**src/hdl/riscv_fetch_pkg.sv**
```systemverilog
// shared widths, bus encodings, opcodes and parcel formats for the fetch front end
package riscv_fetch_pkg;

  //////////////////////////////////////////////////
  // sizes
  localparam int          xlen     = 32;
  // first fetch after reset
  localparam logic [31:0] reset_pc = 32'h0000_0000;

  //////////////////////////////////////////////////
  // bus encodings
  typedef enum logic [2:0] {
    size_byte  = 3'd0,
    size_hword = 3'd1,
    size_word  = 3'd2,
    size_dword = 3'd3
  } biu_size_t;

  // burst types, only single used here
  typedef enum logic [2:0] {
    type_single = 3'd0,
    type_incr   = 3'd1,
    type_wrap4  = 3'd2,
    type_incr4  = 3'd3
  } biu_type_t;

  //////////////////////////////////////////////////
  // parcel classes
  typedef enum logic [3:0] {
    cls_alu_imm = 4'd0,
    cls_alu_reg = 4'd1,
    cls_load    = 4'd2,
    cls_store   = 4'd3,
    cls_branch  = 4'd4,
    cls_jal     = 4'd5,
    cls_jalr    = 4'd6,
    cls_lui     = 4'd7,
    cls_auipc   = 4'd8,
    cls_illegal = 4'd9
  } instr_class_t;

  // major opcodes, low two bits always 11
  localparam logic [6:0] opc_op_imm = 7'b0010011;
  localparam logic [6:0] opc_op     = 7'b0110011;
  localparam logic [6:0] opc_load   = 7'b0000011;
  localparam logic [6:0] opc_store  = 7'b0100011;
  localparam logic [6:0] opc_branch = 7'b1100011;
  localparam logic [6:0] opc_jal    = 7'b1101111;
  localparam logic [6:0] opc_jalr   = 7'b1100111;
  localparam logic [6:0] opc_lui    = 7'b0110111;
  localparam logic [6:0] opc_auipc  = 7'b0010111;

  //////////////////////////////////////////////////
  // one parcel, seen through each immediate format
  typedef union packed {
    struct packed {
      logic [11:0] imm;
      logic [4:0]  rs1;
      logic [2:0]  funct3;
      logic [4:0]  rd;
      logic [6:0]  opcode;
    } i_fmt;
    struct packed {
      logic [6:0]  imm_hi;
      logic [4:0]  rs2;
      logic [4:0]  rs1;
      logic [2:0]  funct3;
      logic [4:0]  imm_lo;
      logic [6:0]  opcode;
    } s_fmt;
    // branch offset is scattered, bit 0 implied zero
    struct packed {
      logic        imm12;
      logic [5:0]  imm10_5;
      logic [4:0]  rs2;
      logic [4:0]  rs1;
      logic [2:0]  funct3;
      logic [3:0]  imm4_1;
      logic        imm11;
      logic [6:0]  opcode;
    } b_fmt;
    struct packed {
      logic [19:0] imm;
      logic [4:0]  rd;
      logic [6:0]  opcode;
    } u_fmt;
    struct packed {
      logic        imm20;
      logic [9:0]  imm10_1;
      logic        imm11;
      logic [7:0]  imm19_12;
      logic [4:0]  rd;
      logic [6:0]  opcode;
    } j_fmt;
  } riscv_instr_u;

endpackage

```
**src/hdl/riscv_pc_gen.sv**
```systemverilog
// next fetch address sequencer, feeds the no-icache fetch core
`timescale 1ns/1ps

module riscv_pc_gen (
  input  logic        clk,
  input  logic        rstn,
  input  logic        if_stall_nxt_pc,
  input  logic        jal_redirect,
  input  logic [31:0] jal_target,
  output logic [31:0] if_nxt_pc
);
  import riscv_fetch_pkg::*;

  //////////////////////////////////////////////////
  // pc register
  //////////////////////////////////////////////////

  // redirect wins over stall, the flush drops the pending fetch anyway
  always_ff @(posedge clk or negedge rstn) begin
    if (!rstn) begin
      if_nxt_pc <= reset_pc;
    end else if (jal_redirect) begin
      if_nxt_pc <= jal_target;
    end else if (!if_stall_nxt_pc) begin
      // one word per accepted strobe
      if_nxt_pc <= if_nxt_pc + 32'd4;
    end
  end

  //////////////////////////////////////////////////
  // checks
  //////////////////////////////////////////////////

  // no compressed parcels, so every fetch and jal target is a word address
  a_pc_word_aligned : assert property (
    @(posedge clk) disable iff (!rstn)
    if_nxt_pc[1:0] == 2'b00
  );

endmodule

```
**src/hdl/riscv_noicache_core.sv**
```systemverilog
// fetch strobe generation and 3-entry parcel queue between the biu and the cpu side
`timescale 1ns/1ps

module riscv_noicache_core (
  input  logic                        clk,
  input  logic                        rstn,

  // cpu side
  input  logic                        if_stall,
  input  logic                        if_flush,
  input  logic                        dcflush_rdy,
  input  logic [1:0]                  st_prv,
  input  logic [31:0]                 if_nxt_pc,
  output logic                        if_stall_nxt_pc,
  output logic                        if_parcel_valid,
  output logic                        if_parcel_misaligned,
  output logic [31:0]                 if_parcel_pc,
  output logic [31:0]                 if_parcel,

  // biu side
  input  logic                        biu_stb_ack,
  input  logic                        biu_ack,
  input  logic                        biu_err,
  input  logic [31:0]                 biu_adro,
  input  logic [31:0]                 biu_do,
  output logic                        biu_stb,
  output logic                        biu_lock,
  output logic                        biu_we,
  output logic                        biu_is_cacheable,
  output logic                        biu_is_instruction,
  output logic [31:0]                 biu_adri,
  output logic [31:0]                 biu_di,
  output riscv_fetch_pkg::biu_size_t  biu_size,
  output riscv_fetch_pkg::biu_type_t  biu_type,
  output logic [1:0]                  biu_prv
);
  import riscv_fetch_pkg::*;

  logic        if_flush_dly;
  logic        stb_issue;
  // strobes acked but not yet answered
  logic [1:0]  stb_cnt;

  // queue, entry 0 faces the cpu
  logic [2:0]  fifo_valid;
  logic [31:0] fifo_dat [3];
  logic [31:0] fifo_adr [3];
  logic [2:0]  vld_shift;
  logic [1:0]  wr_slot;

  //////////////////////////////////////////////////
  // cpu side
  //////////////////////////////////////////////////

  // one cycle of quiet after a redirect
  always_ff @(posedge clk or negedge rstn) begin
    if (!rstn) begin
      if_flush_dly <= 1'b0;
    end else begin
      if_flush_dly <= if_flush;
    end
  end

  // pc only moves on an accepted strobe
  assign if_stall_nxt_pc = ~stb_issue;

  // the flushing parcel itself still goes out
  assign if_parcel_valid = dcflush_rdy & ~if_flush_dly & ~if_stall & fifo_valid[0];
  assign if_parcel_pc    = fifo_adr[0];
  assign if_parcel       = fifo_dat[0];

  // 16-bit parcels not supported
  assign if_parcel_misaligned = |fifo_adr[0][1:0];

  //////////////////////////////////////////////////
  // biu side
  //////////////////////////////////////////////////

  // hold off once two parcels wait, keeps queue plus in-flight within 3
  assign biu_stb   = dcflush_rdy & ~if_flush & ~if_stall & ~fifo_valid[1];
  assign stb_issue = biu_stb & biu_stb_ack;
  assign biu_adri  = if_nxt_pc;
  assign biu_size  = (xlen == 64) ? size_dword : size_word;
  assign biu_type  = type_single;
  assign biu_lock  = 1'b0;
  // read only port
  assign biu_we    = 1'b0;
  assign biu_di    = '0;

  // top half of the map is io, not cacheable
  assign biu_is_cacheable   = ~if_nxt_pc[31];
  assign biu_is_instruction = 1'b1;
  assign biu_prv            = st_prv;

  always_ff @(posedge clk or negedge rstn) begin
    if (!rstn) begin
      stb_cnt <= 2'd0;
    end else if (if_flush) begin
      // replies still in flight come back stale and unacked
      stb_cnt <= 2'd0;
    end else begin
      stb_cnt <= stb_cnt + {1'b0, stb_issue} - {1'b0, biu_ack};
    end
  end

  //////////////////////////////////////////////////
  // parcel queue
  //////////////////////////////////////////////////

  // valid bits after a possible read, then first free slot
  always_comb begin
    vld_shift = if_parcel_valid ? {1'b0, fifo_valid[2:1]} : fifo_valid;
    if (!vld_shift[0]) begin
      wr_slot = 2'd0;
    end else if (!vld_shift[1]) begin
      wr_slot = 2'd1;
    end else begin
      wr_slot = 2'd2;
    end
  end

  always_ff @(posedge clk or negedge rstn) begin
    if (!rstn) begin
      fifo_valid <= 3'b000;
    end else if (if_flush) begin
      fifo_valid <= 3'b000;
    end else begin
      fifo_valid <= vld_shift;
      if (biu_ack) begin
        fifo_valid[wr_slot] <= 1'b1;
      end
    end
  end

  // payload, the write lands after the shift
  always_ff @(posedge clk) begin
    if (if_parcel_valid) begin
      for (int i = 0; i < 2; i++) begin
        fifo_dat[i] <= fifo_dat[i+1];
        fifo_adr[i] <= fifo_adr[i+1];
      end
    end
    if (biu_ack) begin
      fifo_dat[wr_slot] <= biu_do;
      fifo_adr[wr_slot] <= biu_adro;
    end
  end

  //////////////////////////////////////////////////
  // checks
  //////////////////////////////////////////////////

  // strobe throttle must keep the queue from overflowing
  a_no_overflow : assert property (
    @(posedge clk) disable iff (!rstn)
    biu_ack |-> !fifo_valid[2]
  );

  // biu answers only strobes it took since the last flush
  a_ack_for_strobe : assert property (
    @(posedge clk) disable iff (!rstn)
    biu_ack |-> stb_cnt != 2'd0
  );

  // no error path in this fetch unit
  a_no_bus_error : assert property (
    @(posedge clk) disable iff (!rstn)
    !biu_err
  );

endmodule

```
**src/hdl/riscv_biu.sv**
```systemverilog
// bus interface unit, turns fetch strobes into single word reads on the memory bus
`timescale 1ns/1ps

module riscv_biu (
  input  logic        clk,
  input  logic        rstn,
  input  logic        biu_stb,
  input  logic        if_flush,
  input  logic        mem_ack,
  input  logic [31:0] biu_adri,
  input  logic [31:0] mem_rdata,
  output logic        biu_stb_ack,
  output logic        biu_ack,
  output logic        mem_req,
  output logic [31:0] biu_adro,
  output logic [31:0] biu_do,
  output logic [31:0] mem_adr
);

  // outstanding reads, entry 0 is the oldest
  logic [1:0]  out_cnt;
  logic [31:0] adr_q [2];
  logic [1:0]  stale_q;
  logic [1:0]  stale_nxt;
  logic        push;
  logic        pop;
  // slot for a new read after a possible pop
  logic        wr_idx;
  // low in reset and the first cycle after it, no read goes out then
  logic        req_en;

  //////////////////////////////////////////////////
  // request side
  //////////////////////////////////////////////////

  assign biu_stb_ack = req_en & (out_cnt < 2'd2);
  assign push        = biu_stb & biu_stb_ack;
  assign mem_req     = push;
  assign mem_adr     = biu_adri;

  //////////////////////////////////////////////////
  // reply side
  //////////////////////////////////////////////////

  // replies come in request order
  assign pop      = mem_ack;
  assign biu_do   = mem_rdata;
  assign biu_adro = adr_q[0];
  // reply racing the flush is dropped too
  assign biu_ack  = mem_ack & ~stale_q[0] & ~if_flush;

  // push only with at most one entry, so a pop leaves slot 0 free
  assign wr_idx = out_cnt[0] & ~pop;

  always_comb begin
    stale_nxt = pop ? {1'b0, stale_q[1]} : stale_q;
    // flush marks everything in flight
    if (if_flush) begin
      stale_nxt = 2'b11;
    end
    if (push) begin
      stale_nxt[wr_idx] = if_flush;
    end
  end

  always_ff @(posedge clk or negedge rstn) begin
    if (!rstn) begin
      out_cnt <= 2'd0;
      stale_q <= 2'b00;
      req_en  <= 1'b0;
    end else begin
      out_cnt <= out_cnt + {1'b0, push} - {1'b0, pop};
      stale_q <= stale_nxt;
      req_en  <= 1'b1;
    end
  end

  always_ff @(posedge clk) begin
    if (pop) begin
      adr_q[0] <= adr_q[1];
    end
    if (push) begin
      adr_q[wr_idx] <= biu_adri;
    end
  end

  //////////////////////////////////////////////////
  // checks
  //////////////////////////////////////////////////

  // memory answers only what was asked
  a_ack_outstanding : assert property (
    @(posedge clk) disable iff (!rstn)
    mem_ack |-> out_cnt != 2'd0
  );

endmodule

```
**src/hdl/riscv_parcel_decode.sv**
```systemverilog
// parcel decode into class and immediate, raises the jal redirect toward fetch
`timescale 1ns/1ps

module riscv_parcel_decode (
  input  logic                          clk,
  input  logic                          rstn,
  input  logic                          if_parcel_valid,
  input  logic                          if_parcel_misaligned,
  input  logic [31:0]                   if_parcel_pc,
  input  logic [31:0]                   if_parcel,
  output logic                          dec_valid,
  output logic                          jal_redirect,
  output logic [31:0]                   dec_pc,
  output logic [31:0]                   dec_parcel,
  output logic [31:0]                   dec_imm,
  output logic [31:0]                   jal_target,
  output riscv_fetch_pkg::instr_class_t dec_class
);
  import riscv_fetch_pkg::*;

  riscv_instr_u instr;
  // sign extended immediates per format
  logic [31:0]  imm_i;
  logic [31:0]  imm_s;
  logic [31:0]  imm_b;
  logic [31:0]  imm_u;
  logic [31:0]  imm_j;

  assign instr = if_parcel;

  //////////////////////////////////////////////////
  // immediates
  //////////////////////////////////////////////////

  assign imm_i = {{20{instr.i_fmt.imm[11]}}, instr.i_fmt.imm};
  assign imm_s = {{20{instr.s_fmt.imm_hi[6]}}, instr.s_fmt.imm_hi, instr.s_fmt.imm_lo};
  assign imm_b = {{19{instr.b_fmt.imm12}}, instr.b_fmt.imm12, instr.b_fmt.imm11,
                  instr.b_fmt.imm10_5, instr.b_fmt.imm4_1, 1'b0};
  // upper immediate, low 12 bits zero
  assign imm_u = {instr.u_fmt.imm, 12'h000};
  assign imm_j = {{11{instr.j_fmt.imm20}}, instr.j_fmt.imm20, instr.j_fmt.imm19_12,
                  instr.j_fmt.imm11, instr.j_fmt.imm10_1, 1'b0};

  //////////////////////////////////////////////////
  // classify
  //////////////////////////////////////////////////

  always_comb begin
    dec_class = cls_illegal;
    dec_imm   = '0;
    case (instr.i_fmt.opcode)
      opc_op_imm: begin
        dec_class = cls_alu_imm;
        dec_imm   = imm_i;
      end
      // register ops carry no immediate
      opc_op: begin
        dec_class = cls_alu_reg;
      end
      opc_load: begin
        dec_class = cls_load;
        dec_imm   = imm_i;
      end
      opc_store: begin
        dec_class = cls_store;
        dec_imm   = imm_s;
      end
      opc_branch: begin
        dec_class = cls_branch;
        dec_imm   = imm_b;
      end
      opc_jal: begin
        dec_class = cls_jal;
        dec_imm   = imm_j;
      end
      opc_jalr: begin
        dec_class = cls_jalr;
        dec_imm   = imm_i;
      end
      opc_lui: begin
        dec_class = cls_lui;
        dec_imm   = imm_u;
      end
      opc_auipc: begin
        dec_class = cls_auipc;
        dec_imm   = imm_u;
      end
      default: begin
        dec_class = cls_illegal;
      end
    endcase
    // misaligned fetch never executes
    if (if_parcel_misaligned) begin
      dec_class = cls_illegal;
      dec_imm   = '0;
    end
  end

  assign dec_valid  = if_parcel_valid;
  assign dec_pc     = if_parcel_pc;
  assign dec_parcel = if_parcel;

  //////////////////////////////////////////////////
  // jal redirect
  //////////////////////////////////////////////////

  assign jal_target   = if_parcel_pc + imm_j;
  assign jal_redirect = if_parcel_valid & (dec_class == cls_jal);

  // fetch flush must hide whatever followed the jal
  a_flush_after_jal : assert property (
    @(posedge clk) disable iff (!rstn)
    jal_redirect |=> !dec_valid
  );

endmodule

```
**src/hdl/riscv_retire.sv**
```systemverilog
// retire register for decoded parcels, with a running count of retirements
`timescale 1ns/1ps

module riscv_retire (
  input  logic                          clk,
  input  logic                          rstn,
  input  logic                          dec_valid,
  input  logic [31:0]                   dec_pc,
  input  logic [31:0]                   dec_parcel,
  input  logic [31:0]                   dec_imm,
  input  riscv_fetch_pkg::instr_class_t dec_class,
  output logic                          ret_valid,
  output logic [31:0]                   ret_pc,
  output logic [31:0]                   ret_parcel,
  output logic [31:0]                   ret_imm,
  output riscv_fetch_pkg::instr_class_t ret_class,
  output logic [15:0]                   ret_count
);

  //////////////////////////////////////////////////
  // control
  //////////////////////////////////////////////////

  // count moves with ret_valid, so it includes the parcel on the outputs
  always_ff @(posedge clk or negedge rstn) begin
    if (!rstn) begin
      ret_valid <= 1'b0;
      ret_count <= 16'd0;
    end else begin
      ret_valid <= dec_valid;
      if (dec_valid) begin
        ret_count <= ret_count + 16'd1;
      end
    end
  end

  //////////////////////////////////////////////////
  // payload
  //////////////////////////////////////////////////

  // holds last retired parcel between valids
  always_ff @(posedge clk) begin
    if (dec_valid) begin
      ret_pc     <= dec_pc;
      ret_parcel <= dec_parcel;
      ret_imm    <= dec_imm;
      ret_class  <= dec_class;
    end
  end

endmodule

```
**src/hdl/riscv_fetch_top.sv**
```systemverilog
// fetch front end top level, memory bus in and retire trace out
`timescale 1ns/1ps

module riscv_fetch_top (
  input  logic                          clk,
  input  logic                          rstn,
  input  logic                          mem_ack,
  input  logic [31:0]                   mem_rdata,
  output logic                          mem_req,
  output logic                          ret_valid,
  output logic [31:0]                   mem_adr,
  output logic [31:0]                   ret_pc,
  output logic [31:0]                   ret_parcel,
  output logic [31:0]                   ret_imm,
  output riscv_fetch_pkg::instr_class_t ret_class,
  output logic [15:0]                   ret_count
);
  import riscv_fetch_pkg::*;

  // pc and redirect
  logic         if_stall_nxt_pc;
  logic         jal_redirect;
  logic [31:0]  if_nxt_pc;
  logic [31:0]  jal_target;

  // fetch core to biu
  logic         biu_stb;
  logic         biu_stb_ack;
  logic         biu_ack;
  logic [31:0]  biu_adri;
  logic [31:0]  biu_adro;
  logic [31:0]  biu_do;

  // parcels to decode
  logic         if_parcel_valid;
  logic         if_parcel_misaligned;
  logic [31:0]  if_parcel_pc;
  logic [31:0]  if_parcel;

  // decode to retire
  logic         dec_valid;
  logic [31:0]  dec_pc;
  logic [31:0]  dec_parcel;
  logic [31:0]  dec_imm;
  instr_class_t dec_class;

  //////////////////////////////////////////////////
  // fetch
  //////////////////////////////////////////////////

  riscv_pc_gen u_pc_gen (
    .clk             (clk),
    .rstn            (rstn),
    .if_stall_nxt_pc (if_stall_nxt_pc),
    .jal_redirect    (jal_redirect),
    .jal_target      (jal_target),
    .if_nxt_pc       (if_nxt_pc)
  );

  // no dcache, machine mode only, retire never stalls
  riscv_noicache_core u_noicache_core (
    .clk                  (clk),
    .rstn                 (rstn),
    .if_stall             (1'b0),
    .if_flush             (jal_redirect),
    .dcflush_rdy          (1'b1),
    .st_prv               (2'b11),
    .if_nxt_pc            (if_nxt_pc),
    .if_stall_nxt_pc      (if_stall_nxt_pc),
    .if_parcel_valid      (if_parcel_valid),
    .if_parcel_misaligned (if_parcel_misaligned),
    .if_parcel_pc         (if_parcel_pc),
    .if_parcel            (if_parcel),
    .biu_stb_ack          (biu_stb_ack),
    .biu_ack              (biu_ack),
    .biu_err              (1'b0),
    .biu_adro             (biu_adro),
    .biu_do               (biu_do),
    .biu_stb              (biu_stb),
    .biu_lock             (),
    .biu_we               (),
    .biu_is_cacheable     (),
    .biu_is_instruction   (),
    .biu_adri             (biu_adri),
    .biu_di               (),
    .biu_size             (),
    .biu_type             (),
    .biu_prv              ()
  );

  riscv_biu u_biu (
    .clk         (clk),
    .rstn        (rstn),
    .biu_stb     (biu_stb),
    .if_flush    (jal_redirect),
    .mem_ack     (mem_ack),
    .biu_adri    (biu_adri),
    .mem_rdata   (mem_rdata),
    .biu_stb_ack (biu_stb_ack),
    .biu_ack     (biu_ack),
    .mem_req     (mem_req),
    .biu_adro    (biu_adro),
    .biu_do      (biu_do),
    .mem_adr     (mem_adr)
  );

  //////////////////////////////////////////////////
  // decode and retire
  //////////////////////////////////////////////////

  riscv_parcel_decode u_parcel_decode (
    .clk                  (clk),
    .rstn                 (rstn),
    .if_parcel_valid      (if_parcel_valid),
    .if_parcel_misaligned (if_parcel_misaligned),
    .if_parcel_pc         (if_parcel_pc),
    .if_parcel            (if_parcel),
    .dec_valid            (dec_valid),
    .jal_redirect         (jal_redirect),
    .dec_pc               (dec_pc),
    .dec_parcel           (dec_parcel),
    .dec_imm              (dec_imm),
    .jal_target           (jal_target),
    .dec_class            (dec_class)
  );

  riscv_retire u_retire (
    .clk        (clk),
    .rstn       (rstn),
    .dec_valid  (dec_valid),
    .dec_pc     (dec_pc),
    .dec_parcel (dec_parcel),
    .dec_imm    (dec_imm),
    .dec_class  (dec_class),
    .ret_valid  (ret_valid),
    .ret_pc     (ret_pc),
    .ret_parcel (ret_parcel),
    .ret_imm    (ret_imm),
    .ret_class  (ret_class),
    .ret_count  (ret_count)
  );

endmodule

```
**config.mk**
```make
export PLATFORM = sky130hd
export DESIGN_NAME = riscv_fetch_top
export DESIGN_NICKNAME = d
export VERILOG_FILES = /design/src/hdl/riscv_fetch_pkg.sv /design/src/hdl/riscv_pc_gen.sv /design/src/hdl/riscv_noicache_core.sv /design/src/hdl/riscv_biu.sv /design/src/hdl/riscv_parcel_decode.sv /design/src/hdl/riscv_retire.sv /design/src/hdl/riscv_fetch_top.sv
export SDC_FILE = /design/constraint.sdc
export NUM_CORES = 1
export LEC_CHECK = 0
export ABC_AREA = 0
export CORE_ASPECT_RATIO = 2
export CORE_MARGIN = 2
export CORE_UTILIZATION = 55
export CTS_CLUSTER_DIAMETER = 60
export DETAILED_ROUTE_END_ITERATION = 6
export DONT_BUFFER_PORTS = 1
export GPL_ROUTABILITY_DRIVEN = 1
export PLACE_DENSITY = 0.68
export SLEW_MARGIN = 20
export SYNTH_ARGS = -nofsm -noshare
export SYNTH_HDL_FRONTEND = slang
export SYNTH_SLANG_ARGS = --single-unit
export TNS_END_PERCENT = 50
```
**constraint.sdc**
```tcl
create_clock -name clk -period 8.8 [get_ports clk]
set_clock_uncertainty 0.1 [all_clocks]
set_input_delay 0 -clock clk [delete_from_list [all_inputs] [get_ports clk]]
set_output_delay 0 -clock clk [all_outputs]
set_load 0.1 [all_outputs]
```
==> out/results.ini, run 1 <==
[global_routing]
grt_pass1_vias=9782
grt_use_total_pct=22.6
grt_max_degree=65
grt_first_pass_wirelength_um=58900
antenna_found_initial=0
grt-ovfl-total=0

[die]
die-width_um=132
die_height_um=260
initial_core_util_pct=55.9
io-pin-count=185
row_count=93
die_area_um2=34300
core_um2=32200

[route]
vias=9570
first_pass_iters=5
viasPerCell=5.81
drcViolationCount=0
drtAntennaViolNets=0
initialDrtViolationCount=581
wl_per_cell_um=23.5
wl_um=38800

[cells_and_area]
final_cell_mix=356 x edfxtp_1, 98 x mux2_4, 82 x nand2_1, 65 x mux2_2, 61 x a21oi_1
final_cells=1648
area_growth_syn_to_layout_pct=10.9
antennaDiodeCount=0
final_cell_area_um2=20000
n_fill_cell=2424
fin_nets=1262
final_common_cell=edfxtp_1
drive_above_1_share_pct=21.0
utilization_pct=62.0

[sta]
setup_tns_ns=0
hold_viol_final=0
relSlewSlack_pct=24.5
fmax_mhz=203
whs_ns=0.0698
rsz0062_at_grt=no
post-route-period-util_pct=55.9
tightest_slew_ns=1.13
setup_violations=0
maxSlewViolCount=0
fin_crit_ns=4.92

[place]
hpwl_um=26200
port_buffers=0
place.gp.congestion=0.845
dpl_cell_area_um2=18400
dp_cells=1545

[worst_setup_path]
crit_slowest_cell=buf_4
max_stage_delay_ns=0.62
critPathKind=flip-flop to flip-flop
path_buf_inv=3
critPathArrivalTime_ns=4.98
worstPathRequired_ns=8.86
crit_chain=nor2b_4, and3_1, o21ai_0, o2111ai_4, buf_4, inv_2, or3b_4, nor2_4, or2_2, buf_4
cp_max_fo=49
crit_top_cell=buf_4
cp-end-kind=flip-flop
crit_family=simple AND/OR/NAND/NOR gates
start_kind=flip-flop

[cts]
holdBufCountCts=37
cts_buffer_depth=3
root_buffer=clkbuf_16
cts_resized=0
cts_tree=done
cts.sinks=414
htree_levels=2
cts_setup_buffers=0
insertion_delay_ns=0.54
cts_buffers=36
clkTransAtPathRegs_ns=0.07

[logic_synthesis]
synth-async-reset-ratio_pct=14.0
synth_edf_count=356
yosys_most_used_dff=edfxtp_1
syn_nets=1210
syn_area_um2=18000
avgSynthCellArea_um2=15.8
synth_cell_types=71
synthCells=1141
synth-seq-area-share_pct=67.4
ys_ff_latch=414
yosysWarnings=0

[min_path]
hold_class=input pin to flip-flop

[power]
power_density_nw_per_um2=254
ir_drop_uv=177
leakagePower_nw=7.36

[job]
drv_cap=0

[status]
status=completed

## path summary, 6_finish.rpt
kind / endpoint / slack, ns / start / depth (start not counted)
max in group asynchronous: u_pc_gen.if_nxt_pc[20]$_DFFE_PN0P_ / 7.74 / rstn / 4
setup reg to reg: u_noicache_core.fifo_dat[1][6]$_DFFE_PP_ / 3.88 / u_noicache_core.fifo_dat[0][6]$_DFFE_PP_ / 10
setup / recovery: u_noicache_core.fifo_dat[1][6]$_DFFE_PP_ / 3.88 / u_noicache_core.fifo_dat[0][6]$_DFFE_PP_ / 10
hold / removal: u_noicache_core.fifo_dat[2][18]$_DFFE_PP_ / 0.07 / mem_rdata[18] / 1
hold reg to reg: u_retire.ret_pc[4]$_DFFE_PP_ / 0.36 / u_noicache_core.fifo_adr[0][4]$_DFFE_PP_ / 0
min in group asynchronous: u_retire.ret_count[5]$_DFFE_PN0P_ / 0.53 / rstn / 4
## cell type report
cell class / count / area (µm²) / share of cell area [%]
repair buffers: 53 / 526 / 2.63
multi-input cells: 672 / 5560 / 27.8
clock inverters: 18 / 156 / 0.783
clock buffers: 48 / 1010 / 5.05
well taps: 427 / 534 / 2.67
inverters: 16 / 60.1 / 0.301
flip-flops and latches: 414 / 12100 / 60.8
## registers in the layout, indices dropped and copies added (netlist names)
name / flops
u_retire.ret_parcel: 32
u_retire.ret_class: 4
u_retire.ret_pc: 32
u_retire.ret_imm: 32
u_biu.req_en: 1
u_noicache_core.if_flush_dly: 1
u_retire.ret_valid: 1
u_noicache_core.fifo_dat: 96
u_biu.out_cnt: 2
u_biu.adr_q: 64
u_pc_gen.if_nxt_pc: 32
u_noicache_core.fifo_adr: 96
u_noicache_core.fifo_valid: 3
u_biu.stale_q: 2
u_retire.ret_count: 16
## synth_stat cells (2+ instances only)
| cell | instances | area [µm²] |
|---|---|---|
| a31oi_1 | 3 | 18.8 |
| and4_1 | 2 | 17.5 |
| nand4_1 | 9 | 56.3 |
| o22ai_1 | 2 | 12.5 |
| o21ai_0 | 43 | 215 |
| buf_2 | 7 | 35.0 |
| or2_2 | 3 | 18.8 |
| nand2_1 | 82 | 308 |
| buf_6 | 9 | 101 |
| and2_1 | 8 | 50.1 |
| a21o_1 | 14 | 105 |
| a22oi_1 | 5 | 37.5 |
| clkbuf_1 | 17 | 63.8 |
| o31ai_1 | 2 | 15.0 |
| and3_1 | 17 | 106 |
| o21bai_1 | 5 | 37.5 |
| a21oi_1 | 62 | 310 |
| nand3_1 | 16 | 80.1 |
| nor2_1 | 47 | 176 |
| or3_1 | 7 | 43.8 |
| a31o_2 | 3 | 26.3 |
| a221oi_1 | 2 | 17.5 |
| nor3_1 | 7 | 35.0 |
| nor2_4 | 2 | 22.5 |
| ha_1 | 33 | 413 |
| buf_12 | 5 | 100 |
| edfxtp_1 | 356 | 10700 |
| mux2i_1 | 4 | 40.0 |
| nand2b_1 | 8 | 50.1 |
| nor2b_1 | 5 | 31.3 |
| inv_1 | 15 | 56.3 |
| o211ai_1 | 4 | 30.0 |
| o41ai_1 | 3 | 26.3 |
| a211o_1 | 3 | 26.3 |
| dfrtp_1 | 58 | 1450 |
| mux2_2 | 65 | 732 |
| mux2_4 | 98 | 1470 |
| xnor2_1 | 42 | 368 |
| a211oi_1 | 7 | 52.6 |
| a311oi_1 | 2 | 17.5 |
| xor2_1 | 26 | 228 |
| o21a_1 | 4 | 30.0 |
## per-layer routing
layer | up-vias | global-route usage (%) | routed length [µm]
met2 | 256 | 42.1 | 21100
met4 | 0 | 8.30 | 1210
met1 | 4841 | 26.2 | 14900
met5 | - | 0 | 0
met3 | 64 | 3.47 | 1540
li1 | 4409 | - | -
## logic make-up after synthesis
group | count (synthesis) | synth area share [%]
compound gates | 177 | 6.20
xor+xnor | 68 | 3.31
fa+ha+maj | 34 | 2.40
buf+inv | 55 | 2.04
flops | 414 | 67.4
mux | 167 | 12.5
other cells | 1 | 0.0208
simple gates | 225 | 6.19
## metrics by stage
step / worst slack, ns / power, mW
6_report: 3.88 / 5.08
5_1_grt: 3.55 / 5.26
4_1_cts: 3.82 / 5.12
3_5_place_dp: 3.82 / 3.51
3_3_place_gp: 3.89 / 3.50
2_1_floorplan: 2.42 / 3.32
## power breakdown
group          switching (mW)  leakage, nW  total (mW)  internal [mW]
clock                   0.711        0.559        1.58          0.873
sequential              0.583         4.25        2.92           2.33
combinational           0.330         2.55       0.578          0.248
total                    1.62         7.36        5.08           3.46
(Power assumes the default switching activity.)
==> run 2: changes to the inputs <==
- clock period: 8.8 -> 5.15 ns (I/O delays scaled with it)
==> out/results.ini, run 2 (same netlist as run 1, synthesis figures left out) <==
[route]
drcViolationCount=0
first_pass_iters=5
viasPerCell=5.75
initialDrtViolationCount=628
vias=9503
drtAntennaViolNets=0
wl_um=38200
wl_per_cell_um=23.1

[cts]
cts.sinks=414
cts_buffers=36
cts_buffer_depth=3
cts_tree=done
clkTransAtPathRegs_ns=0.07
htree_levels=2
insertion_delay_ns=0.54
root_buffer=clkbuf_16
cts_resized=0

[worst_setup_path]
cp_max_fo=47
crit_chain=nor2b_4, and3_1, o21ai_0, o2111ai_4, buf_4, nand2_1, a21oi_4, buf_4, mux2_2
crit_slowest_cell=edfxtp_1
crit_top_cell=buf_4
max_stage_delay_ns=0.54
worstPathRequired_ns=5.33
r2r_slack_ns=1.33
start_kind=flip-flop
critPathArrivalTime_ns=3.99
critPathKind=flip-flop to flip-flop
cp-end-kind=flip-flop

[cells_and_area]
final_cells=1654
utilization_pct=62.5
final_common_cell=edfxtp_1
fin_nets=1268
area_growth_syn_to_layout_pct=11.8
n_fill_cell=2388
final_cell_mix=356 x edfxtp_1, 98 x mux2_4, 82 x nand2_1, 65 x mux2_2, 61 x a21oi_1
antennaDiodeCount=0
largestRegisters=u_noicache_core.fifo_adr: 96 flops, u_noicache_core.fifo_dat: 96 flops, u_biu.adr_q: 64 flops
drive_above_1_share_pct=22.1

[die]
row_count=93
die-width_um=132
io-pin-count=185
core_um2=32200
die_area_um2=34300
die_height_um=260
initial_core_util_pct=55.9

[place]
place.gp.congestion=0.908
post-place-ws_ns=1.33
dp_cells=1551
port_buffers=0
hpwl_um=26100

[sta]
hold_viol_final=0
fin_crit_ns=3.82
maxSlewViolCount=0
worst_slack_ns=1.33
setup_tns_ns=0
whs_ns=0.0560
post-route-period-util_pct=74.2
tightest_slew_ns=1.16
rsz0062_at_grt=no
fmax_mhz=262
relSlewSlack_pct=22.6
setup_violations=0

[global_routing]
grt_use_total_pct=22.3
grt_max_degree=110
grt-ovfl-total=0
grt_first_pass_wirelength_um=57900
grt_pass1_vias=9921
antenna_found_initial=0

[job]
drv_cap=0

[status]
status=completed

[power]
ir_drop_uv=381
leakagePower_nw=7.46
power_density_nw_per_um2=437

[min_path]
hold_class=input pin to flip-flop

==> run 2: cell types whose count changed in the layout (fill, tap and decap cells not counted), moves of 2 or more <==
cell / delta
bufinv_16: +2
inv_6: +3
clkinv_2: +4
clkbuf_1: -4
buf_12: +4
clkinv_1: -3
clkbuf_8: +4
buf_4: +2
clkinvlp_4: -2
==> run 2: layout make-up <==
type,count,area [µm²],area share [%]
inverters,16,60.1,0.298
multi-input cells,672,5560,27.6
repair buffers,59,621,3.08
clock buffers,47,1020,5.08
clock inverters,19,206,1.02
flip-flops and latches,414,12100,60.3
well taps,427,534,2.65
==> run 2: repair_timing <==
action | 4_1_cts | 5_1_grt
hold endpoints to repair | 176 | 0
hold buffers | 37 | 0
setup buffers | 0 | 0
==> run 2: layer usage <==
layer  up-vias  track usage, %  wire length, µm
met3        87            3.70             1670
met2       277            41.1            20600
met5         -               0                0
li1       4419               -                -
met4         0            11.3             1900
met1      4720            24.6            14000
==> run 2: through the flow <==
stage	instance area (µm²)	total power, mW
floorplan	18000	5.67
global placement	18500	5.98
detailed placement	18500	6.00
CTS	20100	8.89
global route	20100	9.11
finish	20100	8.81
==> run 2: final timing paths <==
path | start | end | cells after the start
worst max-delay path | u_noicache_core.fifo_dat[0][6]$_DFFE_PP_ | u_biu.adr_q[0][22]$_DFFE_PP_ | 9
worst min-delay path | mem_rdata[1] | u_noicache_core.fifo_dat[2][1]$_DFFE_PP_ | 1
worst max register to register | u_noicache_core.fifo_dat[0][6]$_DFFE_PP_ | u_biu.adr_q[0][22]$_DFFE_PP_ | 9
worst min register to register | u_noicache_core.fifo_adr[0][5]$_DFFE_PP_ | u_retire.ret_pc[5]$_DFFE_PP_ | 0
max in group asynchronous | rstn | u_pc_gen.if_nxt_pc[2]$_DFFE_PN0P_ | 4
min in group asynchronous | rstn | u_retire.ret_count[7]$_DFFE_PN0P_ | 4
==> run 2: where the power goes <==
part	internal, mW	leakage, nW	switching [mW]	total [mW]
Clock	1.62	0.612	1.23	2.84
Sequential	3.99	4.25	0.974	4.96
Combinational	0.434	2.60	0.572	1.01
Total	6.04	7.46	2.77	8.81
==> run 2: critical path: cells and delay by family (launching register included) <==
family                 cells  cell delay, ns
AO/OA/AOI/OAI              3            0.87
buffers and inverters      2            0.86
AND/OR/NAND/NOR            3            0.77
flip-flops                 1            0.54
multiplexers               1            0.38
==> run 3: changes to the inputs <==
- PLACE_DENSITY: 0.68 -> 0.71
- clock period: 5.15 -> 3.4 ns (I/O delays scaled with it)
==> out/results.ini, run 3 (same netlist as run 1, synthesis figures left out) <==
[status]
status=finished with violations
violations=negative hold slack

[route]
wl_per_cell_um=23.6
wl_um=40400
first_pass_iters=5
initialDrtViolationCount=615
drcViolationCount=0
vias=9979
viasPerCell=5.83
drtAntennaViolNets=0

[sta]
fin_crit_ns=3.23
whs_ns=-0.00400
hold_viol_final=4
fmax_mhz=309
post-route-period-util_pct=95.1
setup_violations=0
setup_tns_ns=0
maxSlewViolCount=0
rsz0062_at_grt=no
relSlewSlack_pct=24.9
tightest_slew_ns=1.13

[cts]
htree_levels=2
cts.sinks=414
insertion_delay_ns=0.54
cts_tree=done
clkTransAtPathRegs_ns=0.07
cts_buffers=36
root_buffer=clkbuf_16
cts_setup_buffers=0
cts_buffer_depth=3

[worst_setup_path]
cp-end-kind=flip-flop
start_kind=flip-flop
critPathArrivalTime_ns=3.42
max_stage_delay_ns=0.55
crit_chain=nor2b_4, and3_1, o21ai_0, o2111ai_4, inv_2, or3b_4, nor2_4, buf_12, mux2_2
critPathKind=flip-flop to flip-flop
worstPathRequired_ns=3.59
cp_max_fo=27
crit_slowest_cell=edfxtp_1

[job]
drv_cap=0

[power]
power_density_nw_per_um2=661
leakagePower_nw=7.81
fin_total_pwr_mw=13.7
ir_drop_uv=453

[die]
core_um2=32200
die_height_um=260
die-width_um=132
die_area_um2=34300
initial_core_util_pct=55.9
row_count=93
io-pin-count=185

[global_routing]
grt_max_degree=110
antenna_found_initial=2
grt-ovfl-total=0
grt_use_total_pct=23.7
grt_pass1_vias=10400
grt_first_pass_wirelength_um=61900

[cells_and_area]
area_growth_syn_to_layout_pct=15.1
antennaDiodeCount=0
fin_nets=1325
largestRegisters=u_noicache_core.fifo_adr: 96 flops, u_noicache_core.fifo_dat: 96 flops, u_biu.adr_q: 64 flops
ff_latch_area_um2=12100
final_common_cell=edfxtp_1
drive_above_1_share_pct=25.5
final_cell_mix=356 x edfxtp_1, 98 x mux2_4, 82 x nand2_1, 68 x buf_4, 65 x mux2_2
utilization_pct=64.4
multi_input_area_um2=5560
n_fill_cell=2301

[place]
place.gp.congestion=0.871
hpwl_um=27900
port_buffers=0

[min_path]
hold_class=input pin to asynchronous set/reset pin

-- run 3: cell count changes in the layout (fill, tap and decap cells not counted), moves of 2 or more --
cell and change:
clkinv_1 +3, clkinv_2 -3, inv_6 -3, buf_4 +50
clkbuf_1 -2, clkbuf_8 -3, bufinv_16 +3, clkinvlp_4 +2
buf_12 +8
-- run 3: where the power goes --
group	switching [mW]	internal [mW]
Combinational	1.45	0.762
Clock	1.86	2.65
Sequential	0.939	6.05
-- run 3: stage by stage --
stage	instances	hold slack (ns)	setup WS (ns)	cell area, µm²
after CTS	1711	0.0128	0.167	20700
final	1711	-0.00400	0.166	20700
after detailed placement	1609	-0.391	0.184	19000
after global placement	1609	-0.392	0.268	19000
after global routing	1711	0.0402	0.0781	20700
after floorplan	1141	-0.396	0.0173	18000
-- run 3: worst max-delay path: cells and delay by family (launching register included) --
family / cells / cell delay, ns
and+or+nand+nor: 4 / 1.20
DFF: 1 / 0.55
AOI/OAI and AO/OA: 2 / 0.40
muxes: 1 / 0.37
buffers and inverters: 2 / 0.35
-- run 3: what timing repair did --
| item | 4_1_cts | 5_1_grt |
|---|---|---|
| gates resized for setup | 0 | 1 |
| hold endpoints to repair | 161 | 0 |
| endpoints found under the setup margin | 0 | 1 |
| hold buffers | 36 | 0 |
-- run 3: area by class of cell --
| type | instances | area share (%) |
|---|---|---|
| clock buffer | 43 | 4.82 |
| clock inverter | 23 | 1.48 |
| inverter | 16 | 0.289 |
| multi-input combinational | 672 | 26.8 |
| sequential | 414 | 58.5 |
| tap | 427 | 2.58 |
| timing repair buffer | 116 | 5.52 |
-- run 3: per-layer routing --
metal  track usage (%)  vias to the layer above  part of all wire [%]
met2              45.1                      309                    55
met5                 0                        -                     0
li1                  -                     4539                     -
met4              9.60                        0                   3.8
met1              26.4                     5047                    36
met3              3.43                       84                   4.3
-- run 3: worst paths after layout --
path                                                           from                                        end  slack [ns]  cells after the start
min in group clk                                      mem_rdata[17]  u_noicache_core.fifo_dat[2][17]$_DFFE_PP_        0.08                      1
max in group asynchronous                                      rstn          u_pc_gen.if_nxt_pc[0]$_DFFE_PN0P_        2.88                      3
hold / removal                                                 rstn          u_retire.ret_count[5]$_DFFE_PN0P_      -0.004                      3
setup / recovery           u_noicache_core.fifo_dat[0][4]$_DFFE_PP_  u_noicache_core.fifo_dat[1][31]$_DFFE_PP_        0.17                      9
setup reg to reg           u_noicache_core.fifo_dat[0][4]$_DFFE_PP_  u_noicache_core.fifo_dat[1][31]$_DFFE_PP_        0.17                      9
hold reg to reg                        u_biu.adr_q[0][10]$_DFFE_PP_  u_noicache_core.fifo_adr[2][10]$_DFFE_PP_        0.36                      0
